===== src/hdl/smartnic_pkg.sv =====
`default_nettype none

package smartnic_pkg;

    // Port and stream geometry
    localparam int NUM_PORTS = 2;
    localparam int DATA_W    = 64;
    localparam int KEEP_W    = DATA_W / 8;
    localparam int PORT_W    = 2;
    localparam int PID_W     = 16;

    typedef logic [DATA_W-1:0] data_t;
    typedef logic [KEEP_W-1:0] keep_t;
    typedef logic [PORT_W-1:0] port_t;
    typedef logic [PID_W-1:0]  pid_t;

    typedef logic [31:0] count_t;
    typedef logic [7:0]  reg_addr_t;
    typedef logic [31:0] reg_data_t;

    // ------------------------------------------------------------
    // Register map, byte addresses
    // ------------------------------------------------------------
    localparam reg_addr_t REG_CTRL  = 8'h00;
    localparam reg_addr_t REG_FWD0  = 8'h04;
    localparam reg_addr_t REG_DROP0 = 8'h08;
    localparam reg_addr_t REG_FWD1  = 8'h0C;
    localparam reg_addr_t REG_DROP1 = 8'h10;
    localparam reg_addr_t REG_H2C   = 8'h14;

    // Both lanes come up enabled
    localparam logic [NUM_PORTS-1:0] CTRL_RESET = '1;

    typedef enum logic [1:0] {IDLE, PASS, DROP} lane_state_t;

endpackage

`default_nettype wire

===== src/hdl/axi4s_intf.sv =====
`timescale 1ns/1ps
`default_nettype none

interface axi4s_intf import smartnic_pkg::*; ();

    logic  tvalid;
    logic  tready;
    data_t tdata;
    keep_t tkeep;
    logic  tlast;
    port_t tid;
    port_t tdest;
    pid_t  tuser;

    modport tx (
        output tvalid, tdata, tkeep, tlast, tid, tdest, tuser,
        input  tready
    );

    modport rx (
        input  tvalid, tdata, tkeep, tlast, tid, tdest, tuser,
        output tready
    );

endinterface

`default_nettype wire


===== src/hdl/smartnic_app.sv =====
`timescale 1ns/1ps
`default_nettype none

module smartnic_app import smartnic_pkg::*; (
    input  logic                          core_clk,
    input  logic                          rst,

    // Register port
    input  logic                          reg_wr,
    input  logic                          reg_rd,
    input  reg_addr_t                     reg_addr,
    input  reg_data_t                     reg_wdata,
    output reg_data_t                     reg_rdata,
    output logic                          reg_rd_valid,

    // Ingress from switch
    input  logic [NUM_PORTS-1:0]          axis_app_igr_tvalid,
    output logic [NUM_PORTS-1:0]          axis_app_igr_tready,
    input  logic [NUM_PORTS*DATA_W-1:0]   axis_app_igr_tdata,
    input  logic [NUM_PORTS*KEEP_W-1:0]   axis_app_igr_tkeep,
    input  logic [NUM_PORTS-1:0]          axis_app_igr_tlast,
    input  logic [NUM_PORTS*PORT_W-1:0]   axis_app_igr_tid,
    input  logic [NUM_PORTS*PORT_W-1:0]   axis_app_igr_tdest,
    input  logic [NUM_PORTS*PID_W-1:0]    axis_app_igr_tuser_pid,

    // Egress to switch
    output logic [NUM_PORTS-1:0]          axis_app_egr_tvalid,
    input  logic [NUM_PORTS-1:0]          axis_app_egr_tready,
    output logic [NUM_PORTS*DATA_W-1:0]   axis_app_egr_tdata,
    output logic [NUM_PORTS*KEEP_W-1:0]   axis_app_egr_tkeep,
    output logic [NUM_PORTS-1:0]          axis_app_egr_tlast,
    output logic [NUM_PORTS*PORT_W-1:0]   axis_app_egr_tid,
    output logic [NUM_PORTS*PORT_W-1:0]   axis_app_egr_tdest,
    output logic [NUM_PORTS*PID_W-1:0]    axis_app_egr_tuser_pid,

    // Host to card
    input  logic [NUM_PORTS-1:0]          axis_h2c_tvalid,
    output logic [NUM_PORTS-1:0]          axis_h2c_tready,
    input  logic [NUM_PORTS*DATA_W-1:0]   axis_h2c_tdata,
    input  logic [NUM_PORTS*KEEP_W-1:0]   axis_h2c_tkeep,
    input  logic [NUM_PORTS-1:0]          axis_h2c_tlast,
    input  logic [NUM_PORTS*PORT_W-1:0]   axis_h2c_tid,
    input  logic [NUM_PORTS*PORT_W-1:0]   axis_h2c_tdest,
    input  logic [NUM_PORTS*PID_W-1:0]    axis_h2c_tuser_pid,

    // Card to host
    output logic [NUM_PORTS-1:0]          axis_c2h_tvalid,
    input  logic [NUM_PORTS-1:0]          axis_c2h_tready,
    output logic [NUM_PORTS*DATA_W-1:0]   axis_c2h_tdata,
    output logic [NUM_PORTS*KEEP_W-1:0]   axis_c2h_tkeep,
    output logic [NUM_PORTS-1:0]          axis_c2h_tlast,
    output logic [NUM_PORTS*PORT_W-1:0]   axis_c2h_tid,
    output logic [NUM_PORTS*PORT_W-1:0]   axis_c2h_tdest,
    output logic [NUM_PORTS*PID_W-1:0]    axis_c2h_tuser_pid
);

    axi4s_intf axis_igr [NUM_PORTS] ();
    axi4s_intf axis_egr [NUM_PORTS] ();
    axi4s_intf axis_h2c [NUM_PORTS] ();
    axi4s_intf axis_c2h [NUM_PORTS] ();

    logic [NUM_PORTS-1:0] lane_en;
    logic [NUM_PORTS-1:0] fwd_pkt;
    logic [NUM_PORTS-1:0] drop_pkt;
    logic [NUM_PORTS-1:0] h2c_beat;

    // ------------------------------------------------------------
    // Flat vectors to interfaces
    // ------------------------------------------------------------
    for (genvar j = 0; j < NUM_PORTS; j++) begin : g_port
        assign axis_igr[j].tvalid     = axis_app_igr_tvalid[j];
        assign axis_app_igr_tready[j] = axis_igr[j].tready;
        assign axis_igr[j].tdata      = axis_app_igr_tdata[j*DATA_W +: DATA_W];
        assign axis_igr[j].tkeep      = axis_app_igr_tkeep[j*KEEP_W +: KEEP_W];
        assign axis_igr[j].tlast      = axis_app_igr_tlast[j];
        assign axis_igr[j].tid        = axis_app_igr_tid[j*PORT_W +: PORT_W];
        assign axis_igr[j].tdest      = axis_app_igr_tdest[j*PORT_W +: PORT_W];
        assign axis_igr[j].tuser      = axis_app_igr_tuser_pid[j*PID_W +: PID_W];

        assign axis_app_egr_tvalid[j]                   = axis_egr[j].tvalid;
        assign axis_egr[j].tready                       = axis_app_egr_tready[j];
        assign axis_app_egr_tdata[j*DATA_W +: DATA_W]   = axis_egr[j].tdata;
        assign axis_app_egr_tkeep[j*KEEP_W +: KEEP_W]   = axis_egr[j].tkeep;
        assign axis_app_egr_tlast[j]                    = axis_egr[j].tlast;
        assign axis_app_egr_tid[j*PORT_W +: PORT_W]     = axis_egr[j].tid;
        assign axis_app_egr_tdest[j*PORT_W +: PORT_W]   = axis_egr[j].tdest;
        assign axis_app_egr_tuser_pid[j*PID_W +: PID_W] = axis_egr[j].tuser;

        assign axis_h2c[j].tvalid = axis_h2c_tvalid[j];
        assign axis_h2c_tready[j] = axis_h2c[j].tready;
        assign axis_h2c[j].tdata  = axis_h2c_tdata[j*DATA_W +: DATA_W];
        assign axis_h2c[j].tkeep  = axis_h2c_tkeep[j*KEEP_W +: KEEP_W];
        assign axis_h2c[j].tlast  = axis_h2c_tlast[j];
        assign axis_h2c[j].tid    = axis_h2c_tid[j*PORT_W +: PORT_W];
        assign axis_h2c[j].tdest  = axis_h2c_tdest[j*PORT_W +: PORT_W];
        assign axis_h2c[j].tuser  = axis_h2c_tuser_pid[j*PID_W +: PID_W];

        assign axis_c2h_tvalid[j]                   = axis_c2h[j].tvalid;
        assign axis_c2h[j].tready                   = axis_c2h_tready[j];
        assign axis_c2h_tdata[j*DATA_W +: DATA_W]   = axis_c2h[j].tdata;
        assign axis_c2h_tkeep[j*KEEP_W +: KEEP_W]   = axis_c2h[j].tkeep;
        assign axis_c2h_tlast[j]                    = axis_c2h[j].tlast;
        assign axis_c2h_tid[j*PORT_W +: PORT_W]     = axis_c2h[j].tid;
        assign axis_c2h_tdest[j*PORT_W +: PORT_W]   = axis_c2h[j].tdest;
        assign axis_c2h_tuser_pid[j*PID_W +: PID_W] = axis_c2h[j].tuser;

        host_term u_host_term (
            .core_clk ( core_clk ),
            .rst      ( rst ),
            .h2c      ( axis_h2c[j] ),
            .c2h      ( axis_c2h[j] ),
            .h2c_beat ( h2c_beat[j] )
        );
    end

    // ------------------------------------------------------------
    // Peer to peer lanes, port 0 <-> port 1
    // ------------------------------------------------------------
    p2p_lane #(.OUT_PORT(port_t'(1))) u_lane_0 (
        .core_clk ( core_clk ),
        .rst      ( rst ),
        .lane_en  ( lane_en[0] ),
        .in       ( axis_igr[0] ),
        .out      ( axis_egr[1] ),
        .fwd_pkt  ( fwd_pkt[0] ),
        .drop_pkt ( drop_pkt[0] )
    );

    p2p_lane #(.OUT_PORT(port_t'(0))) u_lane_1 (
        .core_clk ( core_clk ),
        .rst      ( rst ),
        .lane_en  ( lane_en[1] ),
        .in       ( axis_igr[1] ),
        .out      ( axis_egr[0] ),
        .fwd_pkt  ( fwd_pkt[1] ),
        .drop_pkt ( drop_pkt[1] )
    );

    p2p_regs u_regs (
        .core_clk     ( core_clk ),
        .rst          ( rst ),
        .reg_wr       ( reg_wr ),
        .reg_rd       ( reg_rd ),
        .reg_addr     ( reg_addr ),
        .reg_wdata    ( reg_wdata ),
        .reg_rdata    ( reg_rdata ),
        .reg_rd_valid ( reg_rd_valid ),
        .lane_en      ( lane_en ),
        .fwd_pkt      ( fwd_pkt ),
        .drop_pkt     ( drop_pkt ),
        .h2c_beat     ( h2c_beat )
    );

endmodule

`default_nettype wire


===== src/hdl/host_term.sv =====
`timescale 1ns/1ps
`default_nettype none

module host_term import smartnic_pkg::*; (
    input  logic  core_clk,
    input  logic  rst,

    axi4s_intf.rx h2c,
    axi4s_intf.tx c2h,

    output logic  h2c_beat
);

    logic h2c_ready_q;

    // ------------------------------------------------------------
    // h2c sink
    // ------------------------------------------------------------
    always_ff @(posedge core_clk) begin
        if (rst) begin
            h2c_ready_q <= 1'b0;
        end else begin
            h2c_ready_q <= 1'b1;
        end
    end

    assign h2c.tready = h2c_ready_q;
    assign h2c_beat   = h2c.tvalid && h2c_ready_q;

    // c2h stays idle
    assign c2h.tvalid = 1'b0;
    assign c2h.tdata  = '0;
    assign c2h.tkeep  = '0;
    assign c2h.tlast  = 1'b0;
    assign c2h.tid    = '0;
    assign c2h.tdest  = '0;
    assign c2h.tuser  = pid_t'(0);

endmodule

`default_nettype wire


===== src/hdl/p2p_lane.sv =====
`timescale 1ns/1ps
`default_nettype none

module p2p_lane import smartnic_pkg::*; #(
    parameter port_t OUT_PORT = port_t'(0)
) (
    input  logic core_clk,
    input  logic rst,
    input  logic lane_en,

    axi4s_intf.rx in,
    axi4s_intf.tx out,

    output logic fwd_pkt,
    output logic drop_pkt
);

    lane_state_t state;

    logic  drop_now;
    logic  in_fire;
    logic  out_fire;

    // Output stage
    logic  valid_q;
    data_t data_q;
    keep_t keep_q;
    logic  last_q;
    port_t id_q;
    pid_t  pid_q;

    // ------------------------------------------------------------
    // Packet fate
    // ------------------------------------------------------------
    // First beat takes the live enable, later beats follow the state
    assign drop_now = (state == DROP) || (state == IDLE && !lane_en);

    // Dropped beats never wait on the output
    assign in.tready = drop_now || !valid_q || out.tready;
    assign in_fire   = in.tvalid && in.tready;
    assign out_fire  = valid_q && out.tready;

    always_ff @(posedge core_clk) begin
        if (rst) begin
            state <= IDLE;
        end else if (in_fire) begin
            if (in.tlast) begin
                state <= IDLE;
            end else if (state == IDLE) begin
                state <= lane_en ? PASS : DROP;
            end
        end
    end

    // ------------------------------------------------------------
    // Output register
    // ------------------------------------------------------------
    always_ff @(posedge core_clk) begin
        if (rst) begin
            valid_q <= 1'b0;
        end else if (in_fire && !drop_now) begin
            valid_q <= 1'b1;
        end else if (out_fire) begin
            valid_q <= 1'b0;
        end
    end

    always_ff @(posedge core_clk) begin
        if (in_fire && !drop_now) begin
            data_q <= in.tdata;
            keep_q <= in.tkeep;
            last_q <= in.tlast;
            id_q   <= in.tid;
            pid_q  <= in.tuser;
        end
    end

    assign out.tvalid = valid_q;
    assign out.tdata  = data_q;
    assign out.tkeep  = keep_q;
    assign out.tlast  = last_q;
    assign out.tid    = id_q;
    assign out.tuser  = pid_q;
    // Destination is always the peer switch port
    assign out.tdest  = OUT_PORT;

    // End of packet events
    assign fwd_pkt  = out_fire && last_q;
    assign drop_pkt = in_fire && drop_now && in.tlast;

endmodule

`default_nettype wire


===== src/hdl/p2p_regs.sv =====
`timescale 1ns/1ps
`default_nettype none

module p2p_regs import smartnic_pkg::*; (
    input  logic                 core_clk,
    input  logic                 rst,

    input  logic                 reg_wr,
    input  logic                 reg_rd,
    input  reg_addr_t            reg_addr,
    input  reg_data_t            reg_wdata,
    output reg_data_t            reg_rdata,
    output logic                 reg_rd_valid,

    output logic [NUM_PORTS-1:0] lane_en,
    input  logic [NUM_PORTS-1:0] fwd_pkt,
    input  logic [NUM_PORTS-1:0] drop_pkt,
    input  logic [NUM_PORTS-1:0] h2c_beat
);

    logic [NUM_PORTS-1:0] lane_en_q;
    count_t               fwd_cnt  [NUM_PORTS];
    count_t               drop_cnt [NUM_PORTS];
    count_t               h2c_cnt;
    count_t               h2c_inc;

    assign lane_en = lane_en_q;

    // ------------------------------------------------------------
    // Control register
    // ------------------------------------------------------------
    always_ff @(posedge core_clk) begin
        if (rst) begin
            lane_en_q <= CTRL_RESET;
        end else if (reg_wr && reg_addr == REG_CTRL) begin
            lane_en_q <= reg_wdata[NUM_PORTS-1:0];
        end
    end

    // ------------------------------------------------------------
    // Event counters
    // ------------------------------------------------------------
    // Several host ports may hand over a beat in the same cycle
    always_comb begin
        h2c_inc = '0;
        for (int i = 0; i < NUM_PORTS; i++) begin
            h2c_inc = h2c_inc + count_t'(h2c_beat[i]);
        end
    end

    always_ff @(posedge core_clk) begin
        if (rst) begin
            for (int i = 0; i < NUM_PORTS; i++) begin
                fwd_cnt[i]  <= '0;
                drop_cnt[i] <= '0;
            end
            h2c_cnt <= '0;
        end else begin
            for (int i = 0; i < NUM_PORTS; i++) begin
                fwd_cnt[i]  <= fwd_cnt[i] + count_t'(fwd_pkt[i]);
                drop_cnt[i] <= drop_cnt[i] + count_t'(drop_pkt[i]);
            end
            h2c_cnt <= h2c_cnt + h2c_inc;
        end
    end

    // ------------------------------------------------------------
    // Readback, one cycle after the strobe
    // ------------------------------------------------------------
    always_ff @(posedge core_clk) begin
        if (rst) begin
            reg_rd_valid <= 1'b0;
        end else begin
            reg_rd_valid <= reg_rd;
        end
    end

    always_ff @(posedge core_clk) begin
        if (reg_rd) begin
            case (reg_addr)
                REG_CTRL:  reg_rdata <= reg_data_t'(lane_en_q);
                REG_FWD0:  reg_rdata <= reg_data_t'(fwd_cnt[0]);
                REG_DROP0: reg_rdata <= reg_data_t'(drop_cnt[0]);
                REG_FWD1:  reg_rdata <= reg_data_t'(fwd_cnt[1]);
                REG_DROP1: reg_rdata <= reg_data_t'(drop_cnt[1]);
                REG_H2C:   reg_rdata <= reg_data_t'(h2c_cnt);
                default:   reg_rdata <= '0;
            endcase
        end
    end

endmodule

`default_nettype wire


===== config.mk =====
export PLATFORM = sky130hd
export DESIGN_NAME = smartnic_app
export DESIGN_NICKNAME = d
export VERILOG_FILES = /design/src/hdl/smartnic_pkg.sv /design/src/hdl/axi4s_intf.sv /design/src/hdl/smartnic_app.sv /design/src/hdl/host_term.sv /design/src/hdl/p2p_lane.sv /design/src/hdl/p2p_regs.sv
export SDC_FILE = /design/constraint.sdc
export NUM_CORES = 1
export LEC_CHECK = 0
export BUFFER_PORTS_ARGS = -buffer_cell sky130_fd_sc_hd__clkbuf_2
export CORE_AREA = 2 2 326 328
export DETAILED_ROUTE_END_ITERATION = 10
export DIE_AREA = 0 0 328 330
export PLACE_DENSITY = 0.4
export SLEW_MARGIN = 25
export SYNTH_ARGS = -nofsm -noshare
export SYNTH_HDL_FRONTEND = slang
export SYNTH_SLANG_ARGS = --single-unit
export TNS_END_PERCENT = 1

===== constraint.sdc =====
create_clock -name core_clk -period 5.36 [get_ports core_clk]
set_input_delay 1.072 -clock core_clk [delete_from_list [all_inputs] [get_ports core_clk]]
set_output_delay 1.072 -clock core_clk [all_outputs]
set_load 0.02 [all_outputs]

---- Word-level counts from Yosys, hierarchy flattened ----
Memories as Yosys holds them, arrays and structs flattened.
Index checks and enable logic that the tools add are counted.
word-level totals
  output and inout port bits .............. 413
  register bits ........................... 256
  ROM bits ................................ 0
  logic and storage cells ................. 94
  latch bits .............................. 0
  RAM bits ................................ 128
  bits of input ports ..................... 424
  memories kept ........................... 2
memories
  name             depth  bits a word  rd ports  clocked after memory_dff  write ports  line            text
  u_regs.drop_cnt  2      32           2         0                         2            p2p_regs.sv:23  count_t drop_cnt [NUM_PORTS];
  u_regs.fwd_cnt   2      32           2         0                         2            p2p_regs.sv:22  count_t fwd_cnt [NUM_PORTS];
cells by class
  shift operators ......................... 0
  multipliers ............................. 0
  eq/ne operators ......................... 7
  bitwise logic cells ..................... 4
  div/mod/pow operators ................... 0
  mux-type cells .......................... 18
  $add $sub $neg .......................... 6
  reductions and logical operators ........ 38
  order comparisons ....................... 0
operators with widths
  kind                  count
  $pmux W32 S6          1
  $add A32 B1 Y32       4
  $mux W32              4
  $add A32 B32 Y32      1
  $logic_and A1 B1 Y1   17
  $eq A8 B4 Y1 const B  2
  $eq A8 B5 Y1 const B  2
  $mux W2               6
  $eq A8 B3 Y1 const B  1
  $logic_not A8 Y1      1
  $reduce_bool A2 Y1    4
  $mux W1               7
  $logic_not A1 Y1      6
  $logic_or A1 B1 Y1    6
  $eq A2 B2 Y1 const B  2
  $logic_not A2 Y1      2
  $or A1 B1 Y1          4
  $reduce_and A2 Y1     2
  $add A1 B1 Y2         1

---- Longest topological paths before layout ----
Gate-level depths: netlist of the first run.
  word-level depth ........................ 10
  mapped depth ............................ 11
  gate-level depth less buffers ........... 9

---- By module ----
Synthesis of the first run repeated with hierarchy kept, for this count alone.
unflattened totals
  cell total of the unflattened synthesis .. 1498
  area, all modules ....................... 17097.6 sq um
modules (own cells, without submodules)
  module                cells each  instances  area each (sq um)  sequential area each (sq um)
  p2p_regs              1061        1          9691.8             4224.1
  p2p_lane at u_lane_0  115         1          2920.3             2792.7
  p2p_lane at u_lane_1  114         1          2916.5             2792.7
  host_term             98          2          739.5              20.0
  smartnic_app          12          1          90.1               0.0

---- Worst setup path after synthesis of the first run ----
OpenSTA, ideal clock, no wires.
  path kind ............................... in2reg
  start point ............................. in axis_app_egr_tready[1]
  end point ............................... reg u_lane_0.data_q[0], in the netlist u_lane_0.out.tdata[0] (enable)
  cell stages on the path ................. 4
  slack ................................... -392 ps
  setup time .............................. 542 ps
  arrival ................................. 5210 ps
  data required time ...................... 4818 ps
  path through ............................ nand2b_1 > o21bai_1 > nand2_1 > nor2_1
on the way
  cells in the longest elaborated chain, start to end .. 3
RTL lines
  what                    line                text
  start: declaration      smartnic_app.sv:28  input logic [NUM_PORTS-1:0] axis_app_egr_tready,
  $logic_or A1 B1 Y1      p2p_lane.sv:39      assign in.tready = drop_now || !valid_q || out.tready;
  net axis_igr[0].tready  axi4s_intf.sv:7     logic tready;
  $logic_and A1 B1 Y1     p2p_lane.sv:40      assign in_fire = in.tvalid && in.tready;
  $logic_and A1 B1 Y1     p2p_lane.sv:69      if (in_fire && !drop_now) begin
  end signal: assignment  p2p_lane.sv:70      data_q <= in.tdata;
  end: declaration        p2p_lane.sv:26      data_t data_q;
The timed path passes the listed nets, and every way through them passes these cells.
A chain may end at the register's enable or synchronous reset.

==> summary.txt, run 1 <==
Outcome
  • Status: finished, final reports clean

Route
  • Via count: 12.9k
  • Count of antenna-violating nets left after detailed routing: 0
  • Detailed Route WL: 56800 µm
  • Wirelength per Cell: 17.1 µm
  • DR vias/cell: 3.89
  • Residual DRC: 0
  • DR iter-0 viols: 898
  • Drt pass-1 iters: 5

STA
  • RSZ-0062 raised after global routing: no
  • Final Cycle Share: 64.7%
  • Worst Tran Pin Value: 1.03 ns
  • Fin. Hold Viols: 0
  • Rel. slew slack: 31.2%
  • Hold slack: 0.489 ns
  • Max Clock Skew: 0.0299 ns
  • Minimum clock period: 3.47 ns
  • Fmax achieved: 288 MHz
  • Finish-stage setup viols: 0
  • Slew Limit Fails: 0

GRT
  • Global route overflow: 0
  • Global-route wire length before repair: 79600 µm
  • Total Routing Usage GR: 9.86%
  • Initial antenna violation count: 12
  • Via count of the first global-routing pass: 12.3k
  • Largest net degree at the start of global routing: 76

Critical path
  • CP max stage delay: 0.75 ns
  • CP top delay family: simple AND/OR/NAND/NOR gates
  • Worst reg-to-reg setup slack: 1.89 ns
  • Count of buffer and inverter cells on the critical path: 0
  • Register-to-Register Path Depth: 8
  • Reg2reg end: u_regs.drop_cnt[0][17]
  • CP endpoint kind: flip-flop
  • RR Startpoint: u_regs.lane_en[0]
  • CP arrival: 3.97 ns
  • Max FO, Critical Path: 20
  • CP cell instances: nor2b_1 > nor2_1 > and3_1 > ha_1 > and4_1 > nand4_1 > nor4_1 > mux2_2
  • Worst endpoint required time: 5.86 ns
  • Startpoint Class: flip-flop
  • Crit-path slowest cell: nand4_1
  • CP Class: flip-flop to flip-flop

Final layout
  • Multi-input logic area: 6000 µm²
  • Seq. cell area: 9830 µm²
  • Nets@finish: 2330
  • Fill count: 11.4k
  • Fin util: 20.6%
  • Area Growth Syn to Fin: 26.7%
  • Final non-filler cell total: 3327
  • Share of cells above drive strength 1: 27.4%

Clocking
  • Post-CTS Repair Setup Buffers: 0
  • Num CTS Buffers: 48
  • Resized Gates After CTS: 0
  • Post-CTS Hold Buffers: 0
  • CTS sink count: 384
  • CTS max path bufs: 3
  • Later-pin clock latency in the skew report: 0.61 ns
  • Clock Root Buffer: clkbuf_16
  • CTS tree: built
  • Clock H-tree levels: 2
  • Clk pin slew, worst setup/hold paths: 0.07 ns

Yosys
  • Synthesis-stage register bit count: 384
  • Cell Area, Synth: 17000 µm²
  • Main area contributors after synthesis: edfxtp_1 38%, dfxtp_1 20%, buf_4 8.8%
  • Synth Instances: 1494
  • Number of synthesized flops with an enable pin: 214
  • Synth top area share: 37.8%
  • Synthesized area per cell: 11.4 µm²
  • Distinct cells, synth: 51
  • Top FF cell, synth: edfxtp_1
  • Most instantiated library cell after synthesis: edfxtp_1
  • Largest area contributor in the synthesized netlist: edfxtp_1
  • Yosys warnings: 0
  • Async S/R FF share, synth: 0%
  • Seq/Total Area, Yosys: 57.9%
  • Synth cell count leaders: 214 x edfxtp_1, 200 x buf_4, 170 x dfxtp_1

Worst hold path
  • Worst hold-check path type: flip-flop to flip-flop
  • Hold path depth: 2
  • Hold Path Sink: u_regs.drop_cnt[0][63]
  • Min-delay src: u_regs.drop_cnt[0][63]

Place
  • IO buf count: 422
  • Dpl cells: 3235
  • HPWL Detailed: 43700 µm
  • Final GP Congestion: 0.789

Floorplan
  • # IOs: 837
  • # rows: 119
  • Die X: 328 µm
  • Initial Util: 16.2%
  • Die height: 330 µm
  • Die Area: 108000 µm²
  • Core Footprint: 105000 µm²

Pwr
  • Peak VDD IR: 0.242 mV
  • Pwr dens: 333 nW/µm²
  • Leakage: 7.93 nW

Run
  • Max cap viols: 0
==> per-layer routing <==
metal	global-route usage (%)	wire length [µm]	part of all wire (%)	vias to the layer above
met5	0	46	0.081	-
met4	4.27	2350	4.1	6
met3	3.07	5290	9.3	109
met2	18.0	28600	50	659
met1	10.4	20500	36	6163
li1	-	-	-	5992
==> cells by family (layout without fill, tap and decap cells) <==
logic type                 after synthesis  in the layout  share of synthesized area [%]
and+or+nand+nor                        444            444                           14.6
DFF                                    384            384                           57.9
buffers and inverters                  299            549                           11.1
muxes                                   40             40                           2.39
adders and majority gates               12             12                          0.929
xor gates and xnor gates                58             58                           2.99
AOI/OAI and AO/OA                      255            255                           10.0
other                                    2            194                         0.0442
==> cell usage in the layout, fill, tap and decap left out, types with 10 or more instances in the layout <==
| master | count |
|---|---|
| clkbuf_2 | 420 |
| nor2_1 | 70 |
| o21ai_0 | 28 |
| and2_1 | 10 |
| xor2_1 | 25 |
| and4_1 | 21 |
| edfxtp_1 | 214 |
| dfxtp_1 | 170 |
| conb_1 | 192 |
| nor2b_1 | 21 |
| clkbuf_1 | 10 |
| nand4_1 | 38 |
| or4_1 | 59 |
| or2_2 | 10 |
| nand2_1 | 84 |
| o221ai_1 | 30 |
| buf_4 | 11 |
| ha_1 | 11 |
| nor4_1 | 18 |
| nor3_1 | 11 |
| xnor2_1 | 33 |
| a22oi_1 | 30 |
| inv_1 | 26 |
| o31ai_1 | 51 |
| nand3_1 | 46 |
| mux2i_1 | 36 |
| or3_1 | 27 |
| and3_1 | 13 |
| a21oi_1 | 81 |
| clkbuf_16 | 49 |
==> how the worst max path moves through the flow <==
stage	startpoint	endpoint	slack (ns)	depth (start not counted)
2_1_floorplan	axis_app_egr_tready[0]	u_lane_1.out.tdata[0]	-0.39	4
3_3_place_gp	axis_app_egr_tready[1]	u_regs.fwd_cnt[0][24]	1.37	8
3_5_place_dp	axis_app_egr_tready[1]	u_regs.fwd_cnt[0][24]	1.35	8
4_1_cts	u_regs.lane_en[0]	u_regs.drop_cnt[0][17]	1.84	8
5_1_grt	u_regs.lane_en[0]	u_regs.drop_cnt[0][17]	1.58	8
6_report	u_regs.lane_en[0]	u_regs.drop_cnt[0][17]	1.89	8
==> tightest hold or removal path, stage by stage (launching register included) <==
cell and delay, ns:
dfxtp_1 0.32, o31ai_1 0.06, a21oi_1 0.06
==> per-stage QoR <==
stage / power, mW / worst slack (ns) / TNS (ns) / area, µm²
after floorplan: 3.76 / -0.392 / -35.64 / 17700
after global placement: 3.89 / 1.37 / 0 / 19900
after detailed placement: 3.89 / 1.35 / 0 / 19900
after CTS: 7.32 / 1.84 / 0 / 21500
after global routing: 7.47 / 1.58 / 0 / 21500
final: 7.17 / 1.89 / 0 / 21500
==> sequential cells by signal (all words and copies together) (netlist names), 2 cells and up <==
name,flops
u_regs.h2c_cnt,32
u_lane_1.state,2
u_lane_1.out.tuser,16
u_lane_1.out.tkeep,8
u_lane_1.out.tdata,64
u_lane_0.out.tuser,16
u_lane_0.state,2
u_regs.lane_en,2
u_lane_0.out.tid,2
u_regs.reg_rdata,32
u_regs.drop_cnt,64
u_lane_0.out.tdata,64
u_lane_1.out.tid,2
u_regs.fwd_cnt,64
u_lane_0.out.tkeep,8
==> cell type report <==
type                       count  area share [%]
sequential                   384            45.7
timing repair buffer         433            10.3
multi-input combinational   1001            27.9
clock inverter                25            1.37
inverter                      26           0.454
clock buffer                  65            6.23
tap                         1391            8.09
antenna                        2          0.0233
==> report_power, final <==
| part | switching (mW) | total [mW] | internal, mW |
|---|---|---|---|
| sequential | 0.0348 | 3.26 | 3.23 |
| clock | 1.34 | 3.34 | 2.00 |
| combinational | 0.421 | 0.557 | 0.136 |
(Power assumes the default switching activity.)
==> inputs of run 2 (changes only) <==
--- a/config.mk
+++ b/config.mk
@@ -6,10 +6,10 @@
 export NUM_CORES = 1
 export LEC_CHECK = 0
 export BUFFER_PORTS_ARGS = -buffer_cell sky130_fd_sc_hd__clkbuf_2
-export CORE_AREA = 2 2 326 328
+export CORE_AREA = 2 2 321 323
 export DETAILED_ROUTE_END_ITERATION = 10
-export DIE_AREA = 0 0 328 330
-export PLACE_DENSITY = 0.4
+export DIE_AREA = 0 0 323 325
+export PLACE_DENSITY = 0.39
 export SLEW_MARGIN = 25
 export SYNTH_ARGS = -nofsm -noshare
 export SYNTH_HDL_FRONTEND = slang
==> constraint.sdc (replaced) <==
create_clock -name core_clk -period 3.43 [get_ports core_clk]
set_input_delay 0.686 -clock core_clk [delete_from_list [all_inputs] [get_ports core_clk]]
set_output_delay 0.686 -clock core_clk [all_outputs]
set_load 0.02 [all_outputs]
==> run 2 against run 1 <==
  * Fmax is 18% higher
  * Clock power is 58% higher
  * Clock skew is 0.016 ns higher
  * Register-to-register slack worse by 1.4 ns
  * Cell count hardly changed
  * Flip-flop and latch count stayed put
  * Critical path type unchanged
  * Critical endpoint is now u_regs.drop_cnt[0][18]
  * Largest cell class unchanged
==> summary.txt, run 2 (synthesis results as in run 1) <==
Place
  • IO buf count: 422
  • HPWL Detailed: 43500 µm
  • Placed cell areas: 20100 µm²
  • Worst slack, placed: 0.131 ns
  • Final GP Congestion: 0.780
  • Dpl cells: 3237

Worst hold path
  • Min-delay src: axis_app_igr_tdata[65]
  • Worst hold-check path type: input port to flip-flop

STA
  • Final WS setup: 0.490 ns
  • RSZ-0062 raised after global routing: no
  • Rel. slew slack: 38.2%
  • Finish-stage setup viols: 0
  • Fin. Hold Viols: 0
  • Max Clock Skew: 0.0458 ns
  • Worst Tran Pin Value: 0.927 ns
  • Slew Limit Fails: 0
  • Post-Route Setup TNS: 0 ns
  • Final Cycle Share: 85.7%
  • Fmax achieved: 340 MHz
  • Minimum clock period: 2.94 ns
  • Hold slack: 0.254 ns

Route
  • Residual DRC: 0
  • Count of antenna-violating nets left after detailed routing: 0
  • Via count: 12.9k
  • Drt pass-1 iters: 5
  • Detailed Route WL: 56400 µm
  • DR vias/cell: 3.89
  • Wirelength per Cell: 16.9 µm
  • DR iter-0 viols: 764

Clocking
  • CTS tree: built
  • Clock Root Buffer: clkbuf_16
  • Clk pin slew, worst setup/hold paths: 0.06 ns
  • CTS sink count: 384
  • Clock H-tree levels: 2
  • Post-CTS Hold Buffers: 0
  • Post-CTS Repair Setup Buffers: 0
  • Later-pin clock latency in the skew report: 0.61 ns
  • Num CTS Buffers: 47
  • CTS max path bufs: 3
  • Resized Gates After CTS: 0

Final layout
  • Final non-filler cell total: 3329
  • Area Growth Syn to Fin: 27.9%
  • Nets@finish: 2354
  • Share of cells above drive strength 1: 28.1%
  • Multi-input logic area: 5990 µm²
  • Most frequent cells in the layout: 421 x clkbuf_2, 214 x edfxtp_1, 192 x conb_1, 170 x dfxtp_1, 84 x nand2_1
  • Most common library cell in the layout ignoring fill and taps: clkbuf_2
  • Fin util: 21.4%
  • Post-route design area: 21700 µm²
  • Fill count: 11.1k
  • Seq. cell area: 9830 µm²

Floorplan
  • Die Area: 105000 µm²
  • Die X: 323 µm
  • # IOs: 837
  • Die height: 325 µm
  • Core Footprint: 101000 µm²
  • # rows: 117
  • Initial Util: 16.8%

Run
  • Max cap viols: 0

Outcome
  • Status: finished, final reports clean

GRT
  • Total Routing Usage GR: 10.2%
  • Global-route wire length before repair: 80400 µm
  • Initial antenna violation count: 24
  • Global route overflow: 0
  • Via count of the first global-routing pass: 12.2k
  • Largest net degree at the start of global routing: 92

Pwr
  • Leakage: 8.04 nW
  • Total design power: 11.2 mW
  • Peak VDD IR: 0.343 mV
  • Pwr dens: 518 nW/µm²

Critical path
  • Worst endpoint required time: 3.97 ns
  • Max FO, Critical Path: 9
  • Critical path startpoint: u_regs.lane_en[0]
  • CP arrival: 3.48 ns
  • CP endpoint kind: flip-flop
  • CP Class: flip-flop to flip-flop
  • Startpoint Class: flip-flop
  • RR Startpoint: u_regs.lane_en[0]
-- run 2: worst max-delay path, stage by stage, from the launching register on --
cell and delay [ns]:
dfxtp_1 0.36, nor2b_1 0.18, nor2_1 0.22, and3_1 0.28, ha_1 0.25, ha_1 0.23
and4_1 0.33, nand4_1 0.37, or4_1 0.52, a21oi_1 0.15
-- run 2: final timing paths --
path | endpoint | slack [ns] | depth (start not counted)
worst max-delay path | u_regs.drop_cnt[0][18] | 0.49 | 9
worst max register to register | u_regs.drop_cnt[0][18] | 0.49 | 9
worst min register to register | u_regs.drop_cnt[0][63] | 0.49 | 2
worst min-delay path | u_lane_1.out.tdata[1] | 0.25 | 1
-- run 2: metal layers --
layer  up-vias  part of all wire, %  wire length (µm)  track usage, %
met5         -                0.073                41               0
met4         6                  2.8              1590            3.03
met3       109                  9.0              5050            2.96
met2       623                   51             28800            18.9
met1      6146                   37             20900            11.2
li1       6053                    -                 -               -
-- run 2: layout make-up --
class / instances / share of cell area (%)
Sequential cell: 384 / 45.3
Multi-Input combinational cell: 1001 / 27.6
Timing Repair Buffer: 458 / 11.2
Tap cell: 1368 / 7.88
Clock buffer: 58 / 5.84
Clock inverter: 30 / 1.68
Inverter: 26 / 0.449
Antenna cell: 4 / 0.0461
-- run 2: report_power, final --
group | internal [mW] | switching [mW]
clock network | 3.17 | 2.10
logic | 0.221 | 0.649
registers | 5.05 | 0.0549
